==> config.mk <==
export PLATFORM = sky130hd
export DESIGN_NAME = dds_scope_top
export DESIGN_NICKNAME = d
export VERILOG_FILES = /design/src/rtl/scan_code_pkg.sv /design/src/rtl/dds_lab_pkg.sv /design/src/rtl/dds_scope_top.sv /design/src/rtl/scope_sampler.sv /design/src/rtl/dds_modulator.sv /design/src/rtl/lfsr_prbs.sv /design/src/rtl/strobe_divider.sv /design/src/rtl/held_key_tracker.sv
export SDC_FILE = /design/constraint.sdc
export NUM_CORES = 1
export LEC_CHECK = 0
export ABC_AREA = 0
export BUFFER_PORTS_ARGS = -buffer_cell sky130_fd_sc_hd__buf_2
export CAP_MARGIN = 15
export CORE_MARGIN = 4
export CORE_UTILIZATION = 30
export CTS_CLUSTER_SIZE = 40
export DETAILED_ROUTE_END_ITERATION = 6
export GPL_ROUTABILITY_DRIVEN = 0
export PLACE_DENSITY = 0.54
export SLEW_MARGIN = 20
export SYNTH_ARGS = -nofsm -noshare
export SYNTH_HDL_FRONTEND = slang
export SYNTH_SLANG_ARGS = --single-unit
==> constraint.sdc <==
create_clock -name CLK_25MHZ -period 4.7 [get_ports CLK_25MHZ]
set_input_delay 0.705 -clock CLK_25MHZ [delete_from_list [all_inputs] [get_ports CLK_25MHZ]]
set_output_delay 0.705 -clock CLK_25MHZ [all_outputs]
set_load 0.03 [all_outputs]
==> src/rtl/scan_code_pkg.sv <==
`default_nettype none

package scan_code_pkg;

   localparam int KEY_COUNT  = 17;
   localparam int KEY_CODE_W = 7;   // event code without the break flag
   localparam int BREAK_FLAG = 7;   // bit position in the event byte

   ////////////////////
   // make codes, index matches the held_keys bit

   localparam logic [KEY_COUNT-1:0][KEY_CODE_W-1:0] MAKE_CODES = {
      7'h16,  // key_1
      7'h1e,  // key_2
      7'h26,  // key_3
      7'h25,  // key_4
      7'h2e,  // key_5
      7'h36,  // key_6
      7'h3d,  // key_7
      7'h3e,  // key_8
      7'h05,  // f1
      7'h06,  // f2
      7'h31,  // n
      7'h3a,  // m
      7'h29,  // space
      7'h6b,  // left arrow
      7'h74,  // right arrow
      7'h75,  // up arrow
      7'h72   // down arrow
   };

   typedef struct packed {
      logic key_1;
      logic key_2;
      logic key_3;
      logic key_4;
      logic key_5;
      logic key_6;
      logic key_7;
      logic key_8;
      logic f1;
      logic f2;
      logic n;
      logic m;
      logic space;
      logic left;
      logic right;
      logic up;
      logic down;
   } held_keys_t;

endpackage

`default_nettype wire

==> src/rtl/dds_lab_pkg.sv <==
`default_nettype none

package dds_lab_pkg;

   ////////////////////
   // widths

   localparam int PHASE_W  = 32;  // accumulator and tuning word
   localparam int SAMPLE_W = 12;  // signed dds sample
   localparam int TRACE_W  = 8;   // offset binary scope trace
   localparam int LFSR_W   = 5;

   localparam logic [LFSR_W-1:0] LFSR_SEED = 5'b00001;  // any nonzero state

   localparam logic signed [SAMPLE_W-1:0] SAMPLE_MAX = 12'sh7ff;  // +2047
   localparam logic signed [SAMPLE_W-1:0] SAMPLE_MIN = 12'sh800;  // -2048

   // divide ratios at 25 MHz
   localparam int unsigned LFSR_DIVIDE_DEFAULT  = 25_000_000;  // one step per second
   localparam int unsigned SCOPE_DIVIDE_DEFAULT = 70_000;

   ////////////////////
   // selector codes

   typedef enum logic [1:0] {
      WAVE_SAW      = 2'd0,
      WAVE_SQUARE   = 2'd1,
      WAVE_TRIANGLE = 2'd2,
      WAVE_ZERO     = 2'd3
   } wave_sel_t;

   typedef enum logic [1:0] {
      MOD_NONE     = 2'd0,
      MOD_ASK      = 2'd1,
      MOD_BPSK     = 2'd2,
      MOD_NONE_ALT = 2'd3   // spare code, behaves as none
   } mod_sel_t;

   typedef struct packed {
      logic signed [SAMPLE_W-1:0] modulated;
      logic signed [SAMPLE_W-1:0] original;
   } dds_sample_t;

   typedef struct packed {
      logic [TRACE_W-1:0] modulated_trace;
      logic [TRACE_W-1:0] original_trace;
   } scope_trace_t;

endpackage

`default_nettype wire
==> src/rtl/dds_scope_top.sv <==
`default_nettype none
`timescale 1ns/1ps

module dds_scope_top
   import dds_lab_pkg::*;
   import scan_code_pkg::*;
#(
   parameter int unsigned LFSR_DIVIDE  = LFSR_DIVIDE_DEFAULT,
   parameter int unsigned SCOPE_DIVIDE = SCOPE_DIVIDE_DEFAULT
) (
   input  wire logic               CLK_25MHZ,
   input  wire logic               reset_from_key,
   input  wire logic               key_event_valid,
   input  wire logic [7:0]         key_event,
   input  wire logic [PHASE_W-1:0] tuning_word,
   input  wire wave_sel_t          wave_sel,
   input  wire mod_sel_t           mod_sel,
   output held_keys_t              held_keys,
   output scope_trace_t            scope_trace,
   output logic                    trace_valid
);

   logic        lfsr_step;     // slow prbs rate
   logic        scope_strobe;  // scope sample rate
   logic        prbs_bit;
   dds_sample_t dds_samples;

   ////////////////////
   // keyboard

   held_key_tracker held_key_tracker_i (
      .CLK_25MHZ       (CLK_25MHZ),
      .reset_from_key  (reset_from_key),
      .key_event_valid (key_event_valid),
      .key_event       (key_event),
      .held_keys       (held_keys)
   );

   ////////////////////
   // rate strobes

   strobe_divider #(.DIVIDE(LFSR_DIVIDE)) lfsr_step_div (
      .CLK_25MHZ      (CLK_25MHZ),
      .reset_from_key (reset_from_key),
      .strobe         (lfsr_step)
   );

   strobe_divider #(.DIVIDE(SCOPE_DIVIDE)) scope_strobe_div (
      .CLK_25MHZ      (CLK_25MHZ),
      .reset_from_key (reset_from_key),
      .strobe         (scope_strobe)
   );

   ////////////////////
   // signal chain

   lfsr_prbs lfsr_prbs_i (
      .CLK_25MHZ      (CLK_25MHZ),
      .reset_from_key (reset_from_key),
      .step           (lfsr_step),
      .prbs_bit       (prbs_bit)
   );

   dds_modulator dds_modulator_i (
      .CLK_25MHZ      (CLK_25MHZ),
      .reset_from_key (reset_from_key),
      .tuning_word    (tuning_word),
      .wave_sel       (wave_sel),
      .mod_sel        (mod_sel),
      .prbs_bit       (prbs_bit),
      .samples        (dds_samples)
   );

   scope_sampler scope_sampler_i (
      .CLK_25MHZ      (CLK_25MHZ),
      .reset_from_key (reset_from_key),
      .sample_strobe  (scope_strobe),
      .samples        (dds_samples),
      .scope_trace    (scope_trace),
      .trace_valid    (trace_valid)
   );

endmodule

`default_nettype wire

==> src/rtl/scope_sampler.sv <==
`default_nettype none
`timescale 1ns/1ps

module scope_sampler
   import dds_lab_pkg::*;
(
   input  wire logic        CLK_25MHZ,
   input  wire logic        reset_from_key,
   input  wire logic        sample_strobe,
   input  wire dds_sample_t samples,
   output scope_trace_t     scope_trace,
   output logic             trace_valid
);

   // sign bit flipped, then the next seven magnitude bits
   function automatic logic [TRACE_W-1:0] to_offset(input logic [SAMPLE_W-1:0] s);
      return {~s[SAMPLE_W-1], s[SAMPLE_W-2 -: TRACE_W-1]};
   endfunction

   always_ff @(posedge CLK_25MHZ)
   begin
      if (reset_from_key)
      begin
         scope_trace <= '0;
         trace_valid <= 1'b0;
      end
      else
      begin
         trace_valid <= sample_strobe;  // one cycle after the strobe
         if (sample_strobe)
         begin
            scope_trace.modulated_trace <= to_offset(samples.modulated);
            scope_trace.original_trace  <= to_offset(samples.original);
         end
      end
   end

   // a valid pulse always answers a strobe from the divider
   assert property (@(posedge CLK_25MHZ) disable iff (reset_from_key)
      trace_valid |-> $past(sample_strobe));

endmodule

`default_nettype wire

==> src/rtl/dds_modulator.sv <==
`default_nettype none
`timescale 1ns/1ps

module dds_modulator
   import dds_lab_pkg::*;
(
   input  wire logic               CLK_25MHZ,
   input  wire logic               reset_from_key,
   input  wire logic [PHASE_W-1:0] tuning_word,
   input  wire wave_sel_t          wave_sel,
   input  wire mod_sel_t           mod_sel,
   input  wire logic               prbs_bit,
   output dds_sample_t             samples
);

   logic [PHASE_W-1:0]         phase;
   logic [SAMPLE_W-1:0]        p;           // top phase bits
   logic [SAMPLE_W-1:0]        q;           // low bits doubled
   logic signed [SAMPLE_W-1:0] saw_s;
   logic signed [SAMPLE_W-1:0] square_s;
   logic signed [SAMPLE_W-1:0] triangle_s;
   dds_sample_t                next_samples;

   ////////////////////
   // computed waveforms

   assign p = phase[PHASE_W-1 -: SAMPLE_W];
   assign q = {p[SAMPLE_W-2:0], 1'b0};

   assign saw_s    = {~p[SAMPLE_W-1], p[SAMPLE_W-2:0]};  // offset to two's complement
   assign square_s = p[SAMPLE_W-1] ? SAMPLE_MIN : SAMPLE_MAX;

   // rising half then falling half, wraps modulo 4096
   assign triangle_s = p[SAMPLE_W-1] ? SAMPLE_MAX - q : q + SAMPLE_MIN;

   ////////////////////
   // selection and modulation

   always_comb
   begin
      case (wave_sel)
         WAVE_SAW:      next_samples.original = saw_s;
         WAVE_SQUARE:   next_samples.original = square_s;
         WAVE_TRIANGLE: next_samples.original = triangle_s;
         WAVE_ZERO:     next_samples.original = '0;
         default:       next_samples.original = '0;
      endcase

      case (mod_sel)
         MOD_ASK:
         begin
            next_samples.modulated = prbs_bit ? next_samples.original : '0;  // on off keying
         end
         MOD_BPSK:
         begin
            next_samples.modulated = prbs_bit ? next_samples.original
                                              : ~next_samples.original;
         end
         MOD_NONE, MOD_NONE_ALT:
         begin
            next_samples.modulated = next_samples.original;
         end
         default:
         begin
            next_samples.modulated = next_samples.original;
         end
      endcase
   end

   // samples lag the phase by one cycle
   always_ff @(posedge CLK_25MHZ)
   begin
      if (reset_from_key)
      begin
         phase   <= '0;
         samples <= '0;
      end
      else
      begin
         phase   <= phase + tuning_word;  // free running accumulator
         samples <= next_samples;
      end
   end

endmodule

`default_nettype wire

==> src/rtl/lfsr_prbs.sv <==
`default_nettype none
`timescale 1ns/1ps

module lfsr_prbs
   import dds_lab_pkg::*;
(
   input  wire logic CLK_25MHZ,
   input  wire logic reset_from_key,
   input  wire logic step,
   output logic      prbs_bit
);

   logic [LFSR_W-1:0] state;

   // x^5 + x^3 + 1, period 31
   always_ff @(posedge CLK_25MHZ)
   begin
      if (reset_from_key)
      begin
         state <= LFSR_SEED;
      end
      else if (step)
      begin
         state <= {state[LFSR_W-2:0], state[4] ^ state[2]};  // shift left, feed bit 0
      end
   end

   assign prbs_bit = state[0];

   // the all zero state would lock the sequence up
   assert property (@(posedge CLK_25MHZ) disable iff (reset_from_key)
      state != '0);

endmodule

`default_nettype wire

==> src/rtl/strobe_divider.sv <==
`default_nettype none
`timescale 1ns/1ps

module strobe_divider #(
   parameter int unsigned DIVIDE = 2
) (
   input  wire logic CLK_25MHZ,
   input  wire logic reset_from_key,
   output logic      strobe
);

   localparam int               CNT_W = (DIVIDE > 1) ? $clog2(DIVIDE) : 1;
   localparam logic [CNT_W-1:0] LAST  = CNT_W'(DIVIDE - 1);

   logic [CNT_W-1:0] count;
   logic             at_last;

   assign at_last = (count == LAST);

   always_ff @(posedge CLK_25MHZ)
   begin
      if (reset_from_key)
      begin
         count  <= '0;
         strobe <= 1'b0;
      end
      else
      begin
         count  <= at_last ? '0 : count + 1'b1;  // wrap every DIVIDE cycles
         strobe <= at_last;                      // registered, one cycle wide
      end
   end

   // divide by one is the only case with back to back strobes
   assert property (@(posedge CLK_25MHZ) disable iff (reset_from_key)
      ((DIVIDE > 1) && strobe) |=> !strobe);

endmodule

`default_nettype wire

==> src/rtl/held_key_tracker.sv <==
`default_nettype none
`timescale 1ns/1ps

module held_key_tracker
   import scan_code_pkg::*;
(
   input  wire logic       CLK_25MHZ,
   input  wire logic       reset_from_key,
   input  wire logic       key_event_valid,  // one cycle per event
   input  wire logic [7:0] key_event,
   output held_keys_t      held_keys
);

   held_keys_t held_next;

   // each matching key code follows the break flag
   always_comb
   begin
      logic [KEY_COUNT-1:0] bits;

      bits = held_keys;
      if (key_event_valid)
      begin
         for (int i = 0; i < KEY_COUNT; i++)
         begin
            if (key_event[KEY_CODE_W-1:0] == MAKE_CODES[i])
            begin
               bits[i] = ~key_event[BREAK_FLAG];  // make sets, break clears
            end
         end
      end
      held_next = held_keys_t'(bits);  // unknown codes fall through
   end

   always_ff @(posedge CLK_25MHZ)
   begin
      if (reset_from_key)
      begin
         held_keys <= '0;
      end
      else
      begin
         held_keys <= held_next;
      end
   end

endmodule

`default_nettype wire

# After elaboration in Yosys (flattened, before gate mapping)
# Cells that the tools add are included.
op_classes:
  n_eq_ne: 25
  n_mux: 6
  add_sub_neg: 5
  n_reduce_logical: 22
  n_bitwise: 6
ops:
  columns: ["cell", "count"]
  rows:
  - ["equality test 7 x 6 -> 1 bit (second input constant)", 9]
  - ["two-way mux 12 bit", 4]
  - ["one-hot mux 12 bit (4 select lines)", 1]
  - ["one-hot mux 12 bit (3 select lines)", 1]
  - ["AND reduction 2 bit", 17]
  - ["adder 32 bit", 1]
  - ["equality test 7 bit (second input constant)", 4]
  - ["adder 25 x 1 -> 25 bit (second input constant)", 1]
  - ["equality test 25 bit (second input constant)", 1]
  - ["adder 17 x 1 -> 17 bit (second input constant)", 1]
  - ["equality test 17 bit (second input constant)", 1]
  - ["equality test 7 x 3 -> 1 bit (second input constant)", 2]
  - ["equality test 7 x 5 -> 1 bit (second input constant)", 2]
  - ["adder 12 bit (second input constant)", 1]
  - ["NOT 12 bit", 1]
  - ["subtractor 11 x 12 -> 12 bit (first input constant)", 1]
  - ["equality test 2 bit (second input constant)", 4]
  - ["OR reduction 2 bit", 3]
  - ["equality test 2 x 1 -> 1 bit (second input constant)", 2]
  - ["logical NOT 2 bit", 2]
  - ["NOT 1 bit", 4]
  - ["bitwise XOR 1 bit", 1]
word_totals:
  input_bits: 47
  out_inout_bits: 34
  register_bits: 139

# Logic depth before layout (Yosys ltp)
# Gate-level depths: netlist (run 1).
logic_depth:
  depth_word: 6
  ltp_mapped: 10
  ltp_nobuf: 10

# Cells and area by module
# A second synthesis (run 1) with hierarchy kept.
hier_totals:
  hier_cells: 852
  hier_area_um2: 7499.7
modules_own_cells:
  columns: ["mod", "n_inst", "area_per_inst_um2", "cells_each"]
  rows:
  - ["dds_modulator", 1, 3858.7, 469]
  - ["strobe_divider (lfsr_step_div)", 1, 1206.2, 135]
  - ["held_key_tracker", 1, 845.8, 86]
  - ["strobe_divider (scope_strobe_div)", 1, 787.0, 90]
  - ["scope_sampler", 1, 615.6, 54]
  - ["lfsr_prbs", 1, 186.4, 18]

# Worst setup path after synthesis (run 1)
# OpenSTA, ideal clock, no wires.
synth_timing:
  kind: "input to register"
  from: "input port tuning_word[0]"
  to: "register dds_modulator_i.phase[30]"
  path_stages: 10
  setup_slack_ns: 1.906
  n_path_buf: 0
  setup_time_ns: 0.079
  t_arrival_ns: 2.715
  cell_sequence: "ha_1 inv_1 fa_1 and2b_1 o211ai_1 a31oi_1 a21o_1 o211ai_2 or4_1 o211ai_1"
synth_via:
  elab_chain_len: 1
synth_rtl:
  columns: ["item", "line", "rtl"]
  rows:
  - ["start: declaration", "dds_scope_top.sv:15", "input wire logic [PHASE_W-1:0] tuning_word,"]
  - ["adder 32 bit", "dds_modulator.sv:80", "phase <= phase + tuning_word;"]
  - ["end signal: assignment", "dds_modulator.sv:80", null]
  - ["end: declaration", "dds_modulator.sv:16", "logic [PHASE_W-1:0] phase;"]
# No other way between the ends.
# A chain may end at the register's enable or synchronous reset.

# Worst setup path after layout (run 1)
# Ends and elaborated chain as after synthesis.

==> results.md, run 1 <==
- Flops & latches, synth: approximately 130
- R2r setup slk: 1.98 ns
- CP Capture Type: flip-flop
- Worst hold stages: 1
- Top cells by area, synth: dfxtp_1 (38%), ha_1 (7.9%), nor2_1 (7.4%), xor2_1 (4.4%), a21oi_1 (4.0%)
- First-pass GRT wire length: roughly 27,000 um
- Die area: around 0.025 mm^2
- Placed insts: 1,136
- Final Max Slew Viols: 0
- Slowest-stage cell, CP: or4_1
- Place WS: ~1.5 ns
- Vias in the first global route: between 5,000 and 6,000
- Final setup fails: 0
- Num ports: 81
- Hold Path Class: reg2reg
- Gr ovfl total: 0
- Measured slew at the worst slew-check pin: a little over 1 ns
- Mapped Cells: 809
- Ys async rst share: 0%
- H-tree levels: 4
- Vias per cell: 4.91
- Number of max-cap violations: 0
- Post-Syn Nets: 900
- Worst setup margin: around 1.9 ns
- Grt peak-use layer: met2
- Post-CTS setup buffers: 0
- Initial DRC count: approximately 350
- Share of layout cells above drive strength 1: 13.8%
- Post-DRT Antenna Nets: 0
- Non-Filler Instances: 1,167
- Main synth FF type: dfxtp_1
- Die X: 159 um
- Synth area leader: dfxtp_1
- RSZ-0062 raised after global routing: no
- # DRC: 0
- Crit-path most repeated cell: o211ai_1
- Fmax: between 0.3 and 0.4 GHz
- Max clock buf depth: 2
- CTS Buf Count: 17
- Leak: about 3.3 nW
- Die height: 159 um
- Reg2Reg Depth: 10
- # diodes: 0
- Final hold violations: 0
- Starting Density: 31.0%
- Synth cell types: 63
- Met1 Use GR: ~18%
- Tmin final: between 2 and 3 ns
- Cell area power density: between 400 and 500 mW/mm^2
- Synth warn: 0
- Status: finished, final reports clean
- Initial antenna violation count: 2
- Seq/Total Area, Yosys: 38.3%
- Synthesized area per cell: roughly 8.5 um^2
- Setup TNS: 0 ns
- All-Layer GR Usage: about an eighth
- Crit path kind: in2reg
- Clock Tree Root: clkbuf_16
- GR Util met3: 3.39%
- Num rows: 54
- Most frequent cells in the layout: nor2_1 (134), dfxtp_1 (131), buf_2 (79), a21oi_1 (54), nand2_1 (45)
- Sink Count: roughly 130
- DRT Pass-1 Iters: 4
- Required time of the critical path: ~5.0 ns
- Fin nets: slightly below 1,000
- Core Footprint: about 0.022 mm^2
- Drt wl/cell: about 14 um
- Largest net degree at the start of global routing: 57
- Port bufs: 80
- Synth Cell Area: just under 0.007 mm^2
- Biggest cell delay along the critical path: ~0.47 ns
- Hold Buf Count CTS: 0
- Reg clk slew, reported paths: 0.06 ns
- Clock Latency Late Sink: approximately 0.42 ns
- Fin crit share: about three fifths
- Total power: 0.00399 W
- Routed via count: between 5,000 and 6,000
- Syn-to-layout area delta: 17.8%
- Final wirelength: 16,000 um
- Crit path cell chain: buf_2 > ha_1 > inv_1 > fa_1 > and2b_1 > o211ai_1 > a31oi_1 > a21o_1 > o211ai_2 > or4_1 > o211ai_1
- Worst Clk Skew: between 0.01 and 0.015 ns
- WHS: around 0.41 ns
- Post-DP HPWL: about 12,000 um
- CP Launch Type: input port
- Worst Path Max Fanout: 4
- Number of synthesized flops with an enable pin: 0
- Commonest non-fill, non-tap cell in the layout: nor2_1
- Post-CTS resize count: 0
- Top-area cell type share of the netlist area: 38.3%
- CTS tree: done
- Slew HR: 32.0%
- Max VDD drop: about 0.31 mV
- Worst Path Arrival: around 3.1 ns
- Met2 usage: a little under a fifth
critical path, delay by kind of cell:
kind / cells / cell delay [ns]
buffers and inverters: 2 / 0.14
and+or+nand+nor: 2 / 0.71
AOI/OAI and AO/OA: 5 / 1.00
adders and majority gates: 2 / 0.55
state kept, by name (all words and copies together), names as in the netlist:
signal	cells
scope_sampler_i.trace_valid	1
dds_modulator_i.samples	16
scope_strobe_div.count	17
scope_strobe_div.strobe	1
dds_modulator_i.phase	32
lfsr_step_div.count	25
lfsr_prbs_i.state	5
held_key_tracker_i.held_keys	17
scope_sampler_i.scope_trace	16
lfsr_step_div.strobe	1
kinds of logic (layout without fill, tap and decap cells):
group	Yosys count	count (layout)	share of synthesized area (%)
xor gates and xnor gates	59	59	7.55
muxes	21	21	3.16
and+or+nand+nor	319	319	22.5
AOI/OAI and AO/OA	170	170	16.7
buffers and inverters	65	143	3.66
DFF	131	131	38.3
adders and majority gates	44	44	8.16
Yosys cell counts (2+ instances only):
cell and count:
nor2_1 134, dfxtp_1 131, a21oi_1 54, nand2_1 45, ha_1 43, xor2_1 34
inv_1 30, xnor2_1 25, nand3_1 24, nor2b_1 23, clkbuf_1 22, nand4_1 20
nor3_1 20, a211oi_1 19, mux2i_1 19, a21o_1 13, and3_1 12, o21ai_0 12
o21bai_1 10, o22ai_1 9, a21boi_1 8, a221oi_1 8, buf_1 7, o21a_1 7
nand2b_1 6, nor4_1 6, o21ai_1 6, a311oi_1 4, a31oi_1 4, buf_2 4
o211ai_1 4, or2_1 4, and2_1 3, nand3b_1 3, nand4b_1 3, nor4b_1 3
or4_1 3, or3_1 2
stage by stage:
step           area, um^2  utilization, %
6_report             8060            36.5
5_1_grt              8060            36.5
4_1_cts              8060            36.5
3_5_place_dp         7470            33.8
3_3_place_gp         7470            33.8
2_1_floorplan        6840               -
worst paths after layout:
check / start / endpoint
setup / recovery: tuning_word[0] / dds_modulator_i.phase[30]
hold / removal: dds_modulator_i.samples[23] / scope_sampler_i.scope_trace[15]
setup reg to reg: dds_modulator_i.phase[0] / dds_modulator_i.phase[30]
hold reg to reg: dds_modulator_i.samples[23] / scope_sampler_i.scope_trace[15]
layer usage:
layer,vias to the layer above,routed length (um)
li1,2987,-
met1,2618,8150
met2,96,6900
met3,24,689
met4,4,246
met5,-,20
power breakdown:
part / internal, W / switching [W]
Combinational: 0.000538 / 0.000780
Sequential: 0.00126 / 0.0000838
Clock: 0.000802 / 0.000531
Total: 0.00259 / 0.00140
layout make-up:
type / instances / area [um^2]
Inverter: 31 / 116
Sequential cell: 131 / 2620
Clock buffer: 18 / 439
Clock inverter: 13 / 150
Tap cell: 280 / 350
Fill cell: 2255 / 14000
Timing Repair Buffer: 81 / 410
Multi-Input combinational cell: 613 / 3970
(Power assumes the default switching activity.)
==> inputs of run 2 (changes only) <==
- PLACE_DENSITY: 0.54 -> 0.55
- clock period: 4.7 -> 2.5 ns (I/O delays scaled with it)
==> run 2 against run 1 <==
Sequential power rose by 87%. Cell count rose by 3.1%. Global-route usage rose by 0.29 points. Via count rose by 1.9%.
==> results.md, run 2 (synthesized netlist as in run 1, its figures left out) <==
- Final hold violations: 0 (unchanged)
- Num rows: 54 (unchanged)
- Post-DRT Antenna Nets: 0 (unchanged)
- H-tree levels: 4 (unchanged)
- Number of max-cap violations: 0 (unchanged)
- Biggest register: dds_modulator_i.phase
- CP Launch Type: flip-flop
- Placed insts: 1,171 (+3.1%)
- Worst Path Arrival: 2.65 ns (-0.48 ns)
- Initial DRC count: 267 (-24%)
- Int Power: 0.00509 W (+96%)
- CTS tree: done
- Slew HR: 60.7% (+29 points)
- Min-Delay Startpoint: tuning_word[0]
- Reg clk slew, reported paths: 0.06 ns (about the same)
- Max reg flops: 32 (unchanged)
- Total power: 0.00783 W (+96%)
- Max clock buf depth: 2 (unchanged)
- Cell area power density: 937 mW/mm^2 (+89%)
- Worst Setup SP: dds_modulator_i.phase[1]
- Max VDD drop: 0.471 mV (+50%)
- Clock Latency Late Sink: 0.43 ns (about the same)
- RSZ-0062 raised after global routing: no
- Regs by FF count: dds_modulator_i.phase: 32 flops, lfsr_step_div.count: 25 flops
- Biggest cell delay along the critical path: 0.34 ns (-0.13 ns)
- Required time of the critical path: 2.81 ns (-2.23 ns)
- All-Layer GR Usage: 13.0% (+0.29 points)
- Syn-to-layout area delta: 22.1%
- Num ports: 81 (unchanged)
- Status: finished, final reports clean
- Crit-path most repeated cell: a211oi_1
- Final wirelength: 16,100 um (+0.64%)
- # DRC: 0 (unchanged)
- Setup TNS: 0 ns (unchanged)
- Vias per cell: 4.85 (-1.1%)
- Leak: 3.51 nW (+5.5%)
- Largest net degree at the start of global routing: 42 (-26%)
- Crit path cell chain: ha_1 > a211oi_1 > o21ai_2 > o21ai_1 > buf_4 > a21bo_4 > a2111oi_4 > a211oi_1 > mux2_4
- Drt wl/cell: 13.4 um (-2.4%)
- Sink Count: 131 (unchanged)
- Final Max Slew Viols: 0 (unchanged)
- Worst Clk Skew: 0.0138 ns (+0.00280 ns)
- Vias in the first global route: 5,733 (+4.7%)
- # diodes: 0 (unchanged)
- First-pass GRT wire length: 27,700 um (+2.9%)
- Core Footprint: 0.0221 mm^2 (unchanged)
- Non-Filler Instances: 1,203 (+3.1%)
- Net Sw Power: 0.00274 W (+97%)
- Measured slew at the worst slew-check pin: 0.589 ns (-0.429 ns)
- Post-DP HPWL: 11,900 um (+3.4%)
- Util after Layout: 37.8% (+1.3 points)
- Seq pwr share: 32.0% (-1.6 points)
- Commonest non-fill, non-tap cell in the layout: nor2_1
- Reg2reg start: dds_modulator_i.phase[1]
- Fin crit share: between 90% and 100%
- Routed via count: 5,838 (+1.9%)
- Slowest-stage cell, CP: a211oi_1
- Hold Path Class: in2reg
- Gate power share: 35.0% (+2.0 points)
- FILL cells: 2,272 (+0.75%)
- Final setup fails: 0 (unchanged)
- Fmax: between 0.4 and 0.5 GHz
- Crit path kind: reg2reg
- Starting Density: 31.0% (unchanged)
- Share of layout cells above drive strength 1: 17.4% (+3.7 points)
- Die area: 0.0253 mm^2 (unchanged)
- Die X: 159 um (unchanged)
- Fin nets: 1,001 (+3.6%)
- Most frequent cells in the layout: nor2_1 (134), dfxtp_1 (131), buf_2 (79), a21oi_1 (54), nand2_1 (45)
- CTS Buf Count: 17 (unchanged)
- Clock share of power: 32.9% (-0.5 points)
- Worst Path Max Fanout: 4 (unchanged)
- Initial antenna violation count: 1 (-1)
- Cell family contributing the most delay on the critical path: compound AO/OA/AOI/OAI gates
- WHS: 0.332 ns (-0.0766 ns)
- CP Buf/Inv Count: 1 (-1)
- CP Capture Type: flip-flop
- Switching share of power: 35.0% (+0.073 points)
- Die height: 159 um (unchanged)
- Gr ovfl total: 0 (unchanged)
- Post-CTS setup buffers: 0 (unchanged)
- Clock Tree Root: clkbuf_16
- Tmin final: 2.34 ns
- DRT Pass-1 Iters: 4 (unchanged)
- Port bufs: 80 (unchanged)
==> run 2: cell types whose count changed in the layout (fill, tap and decap cells not counted), sizes merged <==
| cell | change |
|---|---|
| buf | +35 |
| clkbuf | -1 |
| clkinv | -2 |
| clkinvlp | -1 |
| inv | +5 |
==> run 2: area by class of cell <==
class	count	area [um^2]	share of cell area [%]
clock buffer	17	425	5.09
multi-input combinational	613	3980	47.6
tap	280	350	4.19
timing repair buffer	116	673	8.06
clock inverter	15	185	2.22
sequential	131	2620	31.4
inverter	31	116	1.39
==> run 2: final timing paths <==
check,end,slack (ns),depth (start not counted)
setup / recovery,dds_modulator_i.phase[25],0.16,9
hold / removal,dds_modulator_i.phase[0],0.33,3
setup reg to reg,dds_modulator_i.phase[25],0.16,9
hold reg to reg,scope_sampler_i.scope_trace[7],0.42,1
==> run 2: per-layer routing <==
metal | track usage (%) | up-vias | wire [um]
li1 | - | 3051 | -
met1 | 17.2 | 2655 | 8010
met2 | 20.7 | 108 | 7230
met3 | 3.05 | 22 | 614
met4 | 4.58 | 2 | 246
met5 | 0 | - | 13
==> run 2: power by group through the flow <==
stage	logic [W]	clock network (W)	registers, W
after floorplan	0.00198	0	0.00250
after global placement	0.00271	0	0.00255
after detailed placement	0.00272	0	0.00256
after CTS	0.00274	0.00266	0.00251
after global routing	0.00312	0.00276	0.00253
final	0.00274	0.00258	0.00251
==> run 2: per-stage QoR <==
stage	setup slack (ns)	area, um^2
floorplan	0.0364	6840
global placement	-0.0919	7730
detailed placement	-0.163	7730
CTS	0.0296	8350
global route	0.00401	8350
finish	0.156	8350
==> run 2: timing repair <==
action	4_1_cts	5_1_grt
pin swaps	0	4
setup endpoints to repair	1	2
gates resized for setup	1	2
hold buffers	0	0
==> run 2: worst min-delay path, delay by kind of cell <==
family | cells | cell delay, ns
and+or+nand+nor | 1 | 0.11
buffers and inverters | 1 | 0.08
adders and majority gates | 1 | 0.14
==> inputs of run 3 (changes only) <==
- CORE_UTILIZATION: 30 -> 25
- PLACE_DENSITY: 0.55 -> 0.49
- SYNTH_HIERARCHICAL: unset -> 1
==> run 3 against run 2 <==
Non-clock buffer count up 7. Routed wire length increased by 8.3%. Largest cell class unchanged. Power grew 7.7%. Critical endpoint is now dds_modulator_i/phase[28]. Sequential cell count unchanged. Critical path depth unchanged.
==> results.md, run 3 <==
- Die X: 176 um (+11%)
- Sink Count: 131 (unchanged)
- Max reg flops: 32 (unchanged)
- Vias in the first global route: 5,654 (-1.4%)
- Max VDD drop: 0.478 mV (+1.6%)
- First-pass GRT wire length: 28,800 um (+3.7%)
- Hold Buf Count CTS: 0 (unchanged)
- Place WS: -0.238 ns (-0.0751 ns)
- Core Footprint: 0.0279 mm^2 (+26%)
- Biggest register: dds_modulator_i/phase
- Initial antenna violation count: 1 (unchanged)
- Util after Layout: 31.4% (-6.4 points)
- Share of layout cells above drive strength 1: 20.8% (+3.4 points)
- CP Capture Type: flip-flop
- Non-Filler Instances: 1,291 (+7.3%)
- Port bufs: 80 (unchanged)
- Num ports: 81 (unchanged)
- CP Launch Type: flip-flop
- Hold Path Class: in2reg
- Routed via count: 5,997 (+2.7%)
- Starting Density: 25.4% (-5.6 points)
- Final setup fails: 0 (unchanged)
- Reg clk slew, reported paths: 0.06 ns (about the same)
- Max clock buf depth: 2 (unchanged)
- Largest net degree at the start of global routing: 54 (+29%)
- Initial DRC count: 336 (+26%)
- Gr ovfl total: 0 (unchanged)
- Die height: 176 um (+11%)
- Post-Syn Nets: 894 (-0.67%)
- Drt wl/cell: 13.5 um (+0.90%)
- Num rows: 61 (+13%)
- Post-DP HPWL: 12,700 um (+6.6%)
- Worst Path Max Fanout: 4 (unchanged)
- Status: finished, final reports clean
- Leak: 3.58 nW (+2.2%)
- Vias per cell: 4.65 (-4.3%)
- Fin crit share: 95.0% (+1.2 points)
- Placed insts: 1,259 (+7.5%)
- Synth warn: 6 (+6)
- Fin nets: 992 (-0.90%)
- Worst setup margin: 0.125 ns (-0.0310 ns)
- Die area: 0.0311 mm^2 (+23%)
- Final wirelength: 17,400 um (+8.3%)
- DRT Pass-1 Iters: 5 (+1)
- # diodes: 0 (unchanged)
- Post-DRT Antenna Nets: 0 (unchanged)
- Final hold violations: 0 (unchanged)
- RSZ-0062 raised after global routing: yes
- Fmax: 0.421 GHz (-1.3%)
- Synthesized area per cell: 8.82 um^2 (+4.2%)
- Most frequent cells in the layout: dfxtp_1 (131), nor2_1 (95), buf_2 (79), a21oi_1 (62), nand2_1 (47)
- H-tree levels: 4 (unchanged)
- R2r setup slk: 0.13 ns (-0.03 ns)
- Mapped Cells: 803 (-0.74%)
- Worst Clk Skew: 0.0173 ns (+0.00347 ns)
- Synth Cell Area: 0.00708 mm^2 (+3.5%)
- Slew HR: 59.9% (-0.82 points)
- Regs by FF count: dds_modulator_i/phase: 32 flops, lfsr_step_div/count: 25 flops
- Commonest non-fill, non-tap cell in the layout: dfxtp_1
- Clock Latency Late Sink: 0.42 ns (about the same)
- Final Max Slew Viols: 0 (unchanged)
- WHS: 0.324 ns (-0.00808 ns)
- CTS Buf Count: 17 (unchanged)
- Clock Tree Root: clkbuf_16
- Crit path kind: reg2reg
- Syn-to-layout area delta: 23.5%
- CTS tree: done
- Measured slew at the worst slew-check pin: 0.602 ns (+0.0124 ns)
- Worst Path Arrival: 2.67 ns (+0.02 ns)
- Cell area power density: 964 mW/mm^2 (+2.8%)
- Number of max-cap violations: 0 (unchanged)
- FILL cells: 2,929 (+29%)
- Tmin final: 2.37 ns (+0.0310 ns)
- # DRC: 0 (unchanged)
- All-Layer GR Usage: 11.3% (-1.7 points)
- Required time of the critical path: 2.80 ns (about the same)
[run 3: where the power goes]
group          switching, W  internal [W]  total [W]
clock network      0.000962       0.00180    0.00276
logic               0.00164       0.00145    0.00310
registers          0.000182       0.00239    0.00257
total               0.00279       0.00564    0.00843
[run 3: stage by stage]
step | cell area (um^2) | power (W) | setup TNS, ns
final | 8740 | 0.00843 | 0
after floorplan | 7090 | 0.00470 | -0.00261
after CTS | 8730 | 0.00852 | 0
after global routing | 8740 | 0.00902 | -0.00653
after global placement | 8070 | 0.00567 | -0.832
after detailed placement | 8070 | 0.00567 | -1.22
[run 3: per-layer routing]
metal	part of all wire [%]	track usage, %	vias up
met4	1.4	3.93	2
met5	0.040	0	-
met2	46	18.1	85
met1	48	14.8	2796
li1	-	-	3099
met3	4.0	2.83	15
[run 3: worst paths after layout]
| path | to | cells after the start | start |
|---|---|---|---|
| setup / recovery | dds_modulator_i/phase[28] | 9 | dds_modulator_i/phase[0] |
| hold / removal | dds_modulator_i/phase[0] | 3 | tuning_word[0] |
| setup reg to reg | dds_modulator_i/phase[28] | 9 | dds_modulator_i/phase[0] |
| hold reg to reg | scope_sampler_i/scope_trace[7] | 1 | dds_modulator_i/samples[11] |
[run 3: cell type report]
cell class / instances / area (um^2) / share of cell area [%]
tap: 378 / 473 / 5.41
multi-input combinational: 603 / 4170 / 47.7
clock inverter: 11 / 200 / 2.29
clock buffer: 20 / 447 / 5.11
inverter: 25 / 93.8 / 1.07
sequential: 131 / 2620 / 30.0
timing repair buffer: 123 / 738 / 8.44
[run 3: timing repair]
| item | CTS | global route |
|---|---|---|
| pin swaps | 1 | 5 |
| resized for setup | 1 | 3 |
| setup buffers | 1 | 0 |
| setup endpoints to repair | 2 | 10 |
[run 3: critical path, stage by stage (launching register included)]
cell and delay (ns):
dfxtp_1 0.31, ha_2 0.18, fa_2 0.36, a21o_1 0.18, a221o_1 0.34, o21ai_4 0.19
a211oi_4 0.11, o22ai_2 0.22, o21ai_2 0.07, mux2_1 0.31
